## config.mk

```make
export PLATFORM = sky130hd
export DESIGN_NAME = ft_read_port
export DESIGN_NICKNAME = d
export VERILOG_FILES = /design/src/hdl/ft_bridge_pkg.sv /design/src/hdl/ft_read_port.sv
export SDC_FILE = /design/constraint.sdc
export NUM_CORES = 1
export LEC_CHECK = 0
export ABC_CLOCK_PERIOD_IN_PS = 2100
export BUFFER_PORTS_ARGS = -buffer_cell sky130_fd_sc_hd__buf_2
export CAP_MARGIN = 20
export CORE_MARGIN = 8
export CORE_UTILIZATION = 48
export DETAILED_ROUTE_END_ITERATION = 6
export PLACE_DENSITY = 0.75
export SYNTH_ARGS = -nofsm -noshare
export SYNTH_HDL_FRONTEND = slang
export SYNTH_SLANG_ARGS = --single-unit
```

## constraint.sdc

```tcl
create_clock -name clk -period 2.1 [get_ports clk]
set_clock_uncertainty 0.2 [all_clocks]
set_input_delay 0.42 -clock clk [delete_from_list [all_inputs] [get_ports clk]]
set_output_delay 0.42 -clock clk [all_outputs]
set_load 0.05 [all_outputs]
```

## src/hdl/ft_bridge_pkg.sv

```systemverilog
// Types, framing symbols, FIFO cycle timing and FSM states shared by all bridge modules
package ft_bridge_pkg;

	// ====================
	// Data types
	// ====================
	typedef logic [7:0]  byte_t;
	typedef logic [15:0] word_t;

	// ====================
	// Packet framing
	// ====================
	localparam byte_t HEADER_SYMBOL  = 8'h55;
	localparam int    HEADER_COUNT   = 12;
	localparam byte_t TRAILER_SYMBOL = 8'hAA;
	localparam int    TRAILER_COUNT  = 8;
	localparam byte_t ERROR_SYMBOL   = 8'hEE;
	// Length + service + trailer, i.e. a packet with no payload
	localparam int    MIN_LENGTH     = 12;

	// ====================
	// FT245R cycle timing
	// ====================
	// Read cycle ticks
	localparam int RD_STROBE_START = 2;
	localparam int RD_STROBE_STOP  = 12;
	localparam int RD_SAMPLE       = 9;
	localparam int RD_END          = 25;

	// Write cycle ticks
	localparam int WR_OE_START     = 2;
	localparam int WR_STROBE_START = 5;
	localparam int WR_STROBE_STOP  = 15;
	localparam int WR_OE_STOP      = 22;
	localparam int WR_END          = 25;

	// Receiver and reply FSM states
	typedef enum logic [2:0] {
		RX_HUNT, RX_LEN_LO, RX_LEN_HI, RX_SVC_LO, RX_SVC_HI, RX_BODY
	} rx_state_t;

	typedef enum logic [2:0] {
		TX_IDLE, TX_HEADER, TX_LENGTH, TX_SERVICE, TX_PAYLOAD, TX_TRAILER
	} tx_state_t;

endpackage

```

## src/hdl/ft_read_port.sv

```systemverilog
// FIFO read side: synchronises RXF# and runs one timed read cycle per received byte
`timescale 1ns/1ps

module ft_read_port
	import ft_bridge_pkg::*;
(
	input  logic  clk,
	input  logic  reset,
	input  logic  ft_rxf_n,
	input  byte_t ft_data_in,
	output logic  ft_rd_n,
	output byte_t rx_byte,
	output logic  rx_valid,
	output logic  rd_active
);

	// Strobe flop switches one tick ahead of the tick it shows
	localparam logic [4:0] STROBE_ON  = 5'(RD_STROBE_START - 1);
	localparam logic [4:0] STROBE_OFF = 5'(RD_STROBE_STOP - 1);
	localparam logic [4:0] SAMPLE     = 5'(RD_SAMPLE);
	localparam logic [4:0] CYCLE_END  = 5'(RD_END);

	logic       rxf_meta;
	logic       rxf_sync;
	logic       rxf_prev;
	logic       start_read;
	logic [4:0] tick;

	// Two-flop synchroniser, then one more stage for edge history
	always_ff @(posedge clk) begin
		if (reset) begin
			rxf_meta <= 1'b1;
			rxf_sync <= 1'b1;
			rxf_prev <= 1'b1;
		end else begin
			rxf_meta <= ft_rxf_n;
			rxf_sync <= rxf_meta;
			rxf_prev <= rxf_sync;
		end
	end

	// Falling edge of RXF#, dropped while a cycle runs
	assign start_read = rxf_prev & ~rxf_sync & ~rd_active;

	// ====================
	// Read cycle timer
	// ====================
	always_ff @(posedge clk) begin
		if (reset) begin
			rd_active <= 1'b0;
			tick      <= '0;
			ft_rd_n   <= 1'b1;
			rx_valid  <= 1'b0;
		end else begin
			// Pulse in the tick after the sample
			rx_valid <= rd_active && (tick == SAMPLE);
			if (start_read) begin
				rd_active <= 1'b1;
				tick      <= '0;
			end else if (rd_active) begin
				if (tick == CYCLE_END) begin
					rd_active <= 1'b0;
					tick      <= '0;
				end else begin
					tick <= tick + 1'b1;
				end
			end
			// RD# low window
			if (rd_active && (tick == STROBE_ON))
				ft_rd_n <= 1'b0;
			else if (tick == STROBE_OFF)
				ft_rd_n <= 1'b1;
		end
	end

	// Data bus latch at the sample tick
	always_ff @(posedge clk) begin
		if (rd_active && (tick == SAMPLE))
			rx_byte <= ft_data_in;
	end

endmodule

```

==> After elaboration in Yosys (flattened, before gate mapping) <==
Cells that the tools add are included.
{ "op_classes": {"n_eq_ne": 4, "bitwise": 4, "order_cmp": 0, "div_mod_pow": 0, "n_mux": 6, "reduce_logical": 4, "shifts": 0, "add_sub_neg": 1, "n_mul": 0} }
{ "ops": {"columns": ["cell", "n"], "rows": [
  ["5-bit by 4-bit == test with 1-bit output, second input constant", 2],
  ["5-bit by 1-bit adder with 5-bit output, second input constant", 1],
  ["5-bit by 1-bit == test with 1-bit output, second input constant", 1],
  ["5-bit == test, second input constant", 1],
  ["1-bit 2-to-1 mux", 5],
  ["5-bit 2-to-1 mux", 1],
  ["1-bit bitwise AND", 2],
  ["1-bit logical AND", 2],
  ["1-bit NOT", 2],
  ["2-bit nonzero test", 1],
  ["2-bit OR reduction", 1]
]} }
{ "totals": {"mem_bits_ro": 0, "mem_bits_rw": 0, "out_inout_bits": 11, "latchBits": 0, "word_cells": 27, "input_bits": 11, "regBits": 19, "mem_count": 0} }

==> Logic depth before layout (Yosys ltp) <==
Gate-level depths: netlist of run 1.
{ "logic_depth": {"word_depth": 4, "depth_mapped": 5, "mapped_depth_nobuf": 5} }

==> Least setup slack after synthesis of run 1 <==
No wires, ideal clock.
{ "synth_timing": {"path_type": "flip-flop to flip-flop", "startpoint": "register rd_active", "endpoint": "register rx_byte[0] (enable)", "arrival_ps": 1140, "n_path_buf": 0, "setup_time_ps": 334, "path_stages_with_launch": 2, "required_time_ps": 1566, "path_slack_ps": 426, "path_cell_list": "dfxtp_1 > and4_1"} }
{ "synth_between": {"elab_chain_len": 1} }
{ "synth_lines": {"columns": ["element", "line_no", "rtl"], "rows": [
  ["from (decl)", "ft_read_port.sv:14", "output logic rd_active"],
  ["from (signal assigned)", "ft_read_port.sv:50", "rd_active <= 1'b0;"],
  ["from (signal assigned)", "ft_read_port.sv:58", "rd_active <= 1'b1;"],
  ["from (signal assigned)", "ft_read_port.sv:62", "rd_active <= 1'b0;"],
  ["1-bit logical AND", "ft_read_port.sv:78", "if (rd_active && (tick == SAMPLE))"],
  ["to (signal assigned)", "ft_read_port.sv:79", "rx_byte <= ft_data_in;"],
  ["to (decl)", "ft_read_port.sv:12", "output byte_t rx_byte,"]
]} }
No other way between the ends.
A chain may end at the register's enable or synchronous reset.

==> Worst setup path after layout of run 1 <==
{ "layout_timing": {"startpoint": "register rd_active", "endpoint": "output port rd_active"} }
No word-level cell between the ends.

==> run metrics, run 1 <==
die area ~3100 um^2; aggregate global routing overflow 0; pwr/cell area between 600 and 700 nW/um^2; Post-CTS Resized 0; global placer's final weighted congestion a little over 0.7; syn nets 73; Final Setup Violations 0; WHS approximately 0.088 ns; Hold Crit Depth 1; Bufs on Longest Clock Path 2; CTS tree built; crit-path cells buf_2; Worst Path Max Fanout 16; minimum clock period roughly 1.9 ns; vias in the first global route 490; Slowest-stage cell, CP dfxtp_1; initial antenna violation count 0; Clk pin slew, worst setup/hold paths 0.11 ns; Hold/Removal Path Class input port to flip-flop; CP Class flip-flop to output pin; Max Slew Vio Count 0; CTS Buf Count 3; R2R depth 1; FF/Latch Area ~460 um^2; Top Family by Delay on Critical Path flip-flops; # DRC 0; Pre-antenna DRT Iters 4; max_cap viols 0; Syn Area/Cell approximately 12 um^2; IO Pins 22; CTS HTree Levels 1; ANT nets after route 0; # hold bufs at CTS 0; port bufs 21; Yosys cell types 27; Core Rows 14; Cell Area, Synth approximately 740 um^2; CP Depth 1; fin area approximately 880 um^2; crit start category flip-flop; Synth top area share 0.3238; largest net degree at the start of global routing 17; height of the die between 50 and 60 um; nets@finish 98; Initial DRC Count 7; CTS Sinks 19; crit path launch rd_active$_SDFF_PP0_; clk_lat worst skew approximately 0.30 ns; filler cell count roughly 140; R2R Path Start rd_active$_SDFF_PP0_; global-route wire length before repair 2339 um; Via-to-Cell Ratio around 5.4; Tcrit/Tclk final 0.8936; starting density of the core 0.5043; Post-CTS Repair Setup Buffers 0; Rel. slew slack 0.7073; top area cells in the synthesized netlist edfxtp_1 (32%), dfxtp_1 (30%), ha_1 (3.4%); All-Layer GR Usage 0.09446; Antenna Diode Count 0; root buf cell clkbuf_4; Leakage 0.0003493 uW; synthesis-to-layout area growth 19.06%; Seq/Total Area, Yosys 0.6206; core footprint 1471 um^2; HPWL after detailed placement 1073 um; final hold vios 0; Yosys warnings 0; Die X between 50 and 60 um; CP peak stage delay 0.61 ns; placed cell area 855.8 um^2; post-synthesis instance total 60; drt total wl about 1400 um; number of synthesized register bits 19; Vias around 540; Worst IR Drop VDD between 300 and 400 uV; Yosys top cell by area edfxtp_1; RSZ-0062 raised after global routing no; setup TNS 0 ns; FMAX approximately 530 MHz; critical path arrival about 1.3 ns; Worst Path Required 1.48 ns; min-delay src ft_data_in[0]; area occupied by multi-input gates 262.8 um^2; drt wl/cell 14.39 um; share of cells above drive strength 1 0.3690; status finished clean; most frequent cells in the layout buf_2 (21), dfxtp_1 (11), edfxtp_1 (8), or2_2 (4), a21oi_1 (4); Worst setup EP type output pin; leading cell type in the layout, fill and taps excluded buf_2; CP Buf/Inv Count 1; Worst Max-Slew Pin Slew roughly 0.44 ns
## cell usage after synthesis
| library cell | n |
|---|---|
| nand2b_1 | 2 |
| and4b_1 | 1 |
| nor2_1 | 3 |
| a211o_1 | 1 |
| a21o_1 | 1 |
| a31oi_1 | 2 |
| a21oi_1 | 4 |
| nand2_1 | 2 |
| nor3b_1 | 1 |
| nand3b_1 | 3 |
| dfxtp_1 | 11 |
| a32oi_1 | 1 |
| edfxtp_1 | 8 |
| ha_1 | 2 |
| or2_2 | 4 |
| nand4_1 | 1 |
| o211ai_1 | 1 |
| or2b_1 | 1 |
| inv_1 | 2 |
| nand4b_1 | 1 |
| nand3_2 | 1 |
| buf_6 | 1 |
| nor2b_1 | 2 |
| and2b_2 | 1 |
| and4_1 | 1 |
| o21ai_0 | 1 |
| or3b_1 | 1 |
## registers in the layout, indices dropped and copies added (netlist names)
| register | cells |
|---|---|
| ft_rd_n | 1 |
| rd_active | 1 |
| rx_byte | 8 |
| rx_valid | 1 |
| rxf_meta | 1 |
| rxf_prev | 1 |
| rxf_sync | 1 |
| tick | 5 |
## final timing paths
| path | endpoint | slack, ns |
|---|---|---|
| max | rd_active | 0.22 |
| min | rx_byte[0]$_DFFE_PP_ | 0.09 |
| max reg2reg | rx_byte[7]$_DFFE_PP_ | 0.47 |
| min reg2reg | rxf_sync$_SDFF_PP1_ | 0.23 |
## final cells by class
| type | count | share of cell area |
|---|---|---|
| clock buffers | 3 | 0.02550 |
| clock inverters | 1 | 0.005666 |
| inverters | 2 | 0.008499 |
| multi-input cells | 38 | 0.2975 |
| flip-flops and latches | 19 | 0.5212 |
| well taps | 16 | 0.02266 |
| repair buffers | 21 | 0.1190 |
## cells by family after synthesis
group / Yosys count / share of synthesized area
and+or+nand+nor: 25 / 0.2260
AOI/OAI and AO/OA: 11 / 0.09444
adders and majority gates: 2 / 0.03372
buffers and inverters: 3 / 0.02530
DFF: 19 / 0.6206
## routing by layer
metal / routed length (um) / up-vias / global-route usage
met5: 0 / - / 0
met4: 12 / 0 / 0.05282
met3: 144 / 2 / 0.05023
met2: 574 / 23 / 0.1346
met1: 708 / 243 / 0.1098
li1: - / 267 / -
## metrics by stage
stage | power, uW | std cells | utilization | worst slack, ns
floorplan | 421.2 | 60 | - | 0.4257
finish | 608.4 | 100 | 0.6003 | 0.2234
global placement | 433.0 | 96 | 0.5816 | 0.5455
CTS | 612.9 | 100 | 0.6003 | 0.2299
global route | 633.7 | 100 | 0.6003 | 0.1662
detailed placement | 434.8 | 96 | 0.5816 | 0.4994
## where the power goes
| group | internal [uW] | switching (uW) |
|---|---|---|
| sequential | 389 | 6.55 |
| combinational | 15.8 | 15.1 |
| clock | 70.9 | 111 |
| total | 475 | 133 |
Note: power is estimated with default switching activity, not from simulation.
==> run 2: changes to the inputs <==
==> constraint.sdc (replaced) <==
create_clock -name clk -period 2.1 [get_ports clk]
set_clock_uncertainty 0.2 [all_clocks]
set_input_delay 0.315 -clock clk [delete_from_list [all_inputs] [get_ports clk]]
set_output_delay 0.315 -clock clk [all_outputs]
set_load 0.05 [all_outputs]
==> run metrics, run 2 (same netlist as run 1, synthesis figures left out) <==
status finished clean; leading cell type in the layout, fill and taps excluded buf_2; R2R depth 1; IO Pins 22; largest registers rx_byte (8), tick (5); worst reg2reg path endpoint rx_byte[5]$_DFFE_PP_; starting density of the core 0.5043; Rel. slew slack 0.7148; Switching Fraction 0.2047; Worst IR Drop VDD between 400 and 500 uV; crit start category flip-flop; Leakage 0.0003842 uW; Worst setup EP type output pin; core footprint roughly 1500 um^2; most flop-heavy register rx_byte; Slowest-stage cell, CP dfxtp_1; Antenna Diode Count 0; Clk pin slew, worst setup/hold paths about 0.1 ns; Hold/Removal Path Class input port to flip-flop; minimum clock period between 1.5 and 2 ns; nets@finish 107; CP endpoint rd_active; Final WS setup between 0.3 and 0.4 ns; internal power roughly 490 uW; Die X between 50 and 60 um; HPWL after detailed placement 992.5 um; CP Buf/Inv Count 1; Worst Path Max Fanout 16; setup TNS 0 ns; Bufs on Longest Clock Path 2; Worst Path Required approximately 1.6 ns; # hold bufs at CTS 9; Max Slew Vio Count 0; CP Class flip-flop to output pin; height of the die roughly 55 um; global-route wire length before repair around 2300 um; CP peak stage delay a little under 0.6 ns; CTS Buf Count 3; Vias between 500 and 600; ANT nets after route 0; aggregate global routing overflow 0; final hold vios 0; global placer's final weighted congestion between 0.7 and 0.8; root buf cell clkbuf_4; critical path arrival roughly 1.2 ns; Pre-antenna DRT Iters 4; filler cell count roughly 110; share of power burned in registers 0.642; Top Family by Delay on Critical Path flip-flops; port bufs 21; Post-CTS Repair Setup Buffers 0; most frequent cells in the layout buf_2 (21), dfxtp_1 (11), dlygate4sd3_1 (9), edfxtp_1 (8); Core Rows 14; WHS about 0.055 ns; Logic pwr share 0.071; share of cells above drive strength 1 0.3226; P_sw ~130 uW; drt wl/cell 12.97 um; DP Worst Slack around 0.5 ns; synthesis-to-layout area growth 31.03%; Tcrit/Tclk final 0.8336; crit-path cells buf_2; CTS tree built; Worst R2R Setup Slack approximately 0.49 ns; Post-CTS Resized 0; drt total wl between 1000 and 1500 um; R2R Path Start rd_active$_SDFF_PP0_; CTS HTree Levels 1; largest net degree at the start of global routing 17; vias in the first global route 524; # DRC 0; pwr/cell area between 600 and 700 nW/um^2; Clk pwr share 0.287; die area a little over 3000 um^2; Initial DRC Count 7; CTS Sinks 19; clk_lat worst skew 0.29 ns; RSZ-0062 raised after global routing no; CP Depth 1; max reg flops 8; initial antenna violation count 0; FMAX roughly 570 MHz; All-Layer GR Usage 0.09239; max_cap viols 0; Final Setup Violations 0; crit path launch rd_active$_SDFF_PP0_; Worst Max-Slew Pin Slew ~0.43 ns; Via-to-Cell Ratio about 5.3
run 2: worst min-delay path by stage:
stage                                 endpoint                 from  depth (start not counted)
final                     tick[3]$_SDFFE_PP0P_                reset                          2
after global routing       rx_valid$_SDFF_PP0_                reset                          2
after CTS                 tick[3]$_SDFFE_PP0P_                reset                          2
after detailed placement   rxf_sync$_SDFF_PP1_  rxf_meta$_SDFF_PP1_                          1
after global placement     rxf_sync$_SDFF_PP1_  rxf_meta$_SDFF_PP1_                          1
after floorplan           tick[3]$_SDFFE_PP0P_                reset                          1
run 2: layout make-up:
class / instances / area [um^2] / share of cell area
inverters: 2 / 7.507 / 0.007722
flip-flops and latches: 19 / 460.4 / 0.4736
multi-input cells: 38 / 262.8 / 0.2703
clock buffers: 4 / 26.28 / 0.02703
repair buffers: 30 / 195.2 / 0.2008
well taps: 16 / 20.02 / 0.02059
run 2: layer usage:
layer / wire length, um / track usage
met2: 587 / 0.1410
met3: 79 / 0.03196
met4: 44 / 0.07394
met1: 701 / 0.1012
met5: 0 / 0
run 2: power groups by stage:
| stage | sequential (uW) | combinational [uW] | clock, uW |
|---|---|---|---|
| floorplan | 405 | 16.0 | 0 |
| global placement | 403 | 30.0 | 0 |
| detailed placement | 403 | 30.5 | 0 |
| CTS | 395 | 43.9 | 186 |
| global route | 396 | 47.6 | 199 |
| finish | 395 | 43.4 | 177 |
run 2: metrics by stage:
step                cells  power [uW]  area [um^2]  utilization
floorplan              60       421.2        742.0            -
global placement       96       433.0        855.8       0.5816
detailed placement     96       434.0        855.8       0.5816
CTS                   109       624.7        972.2       0.6607
global route          109       642.8        972.2       0.6607
finish                109       615.2        972.2       0.6607
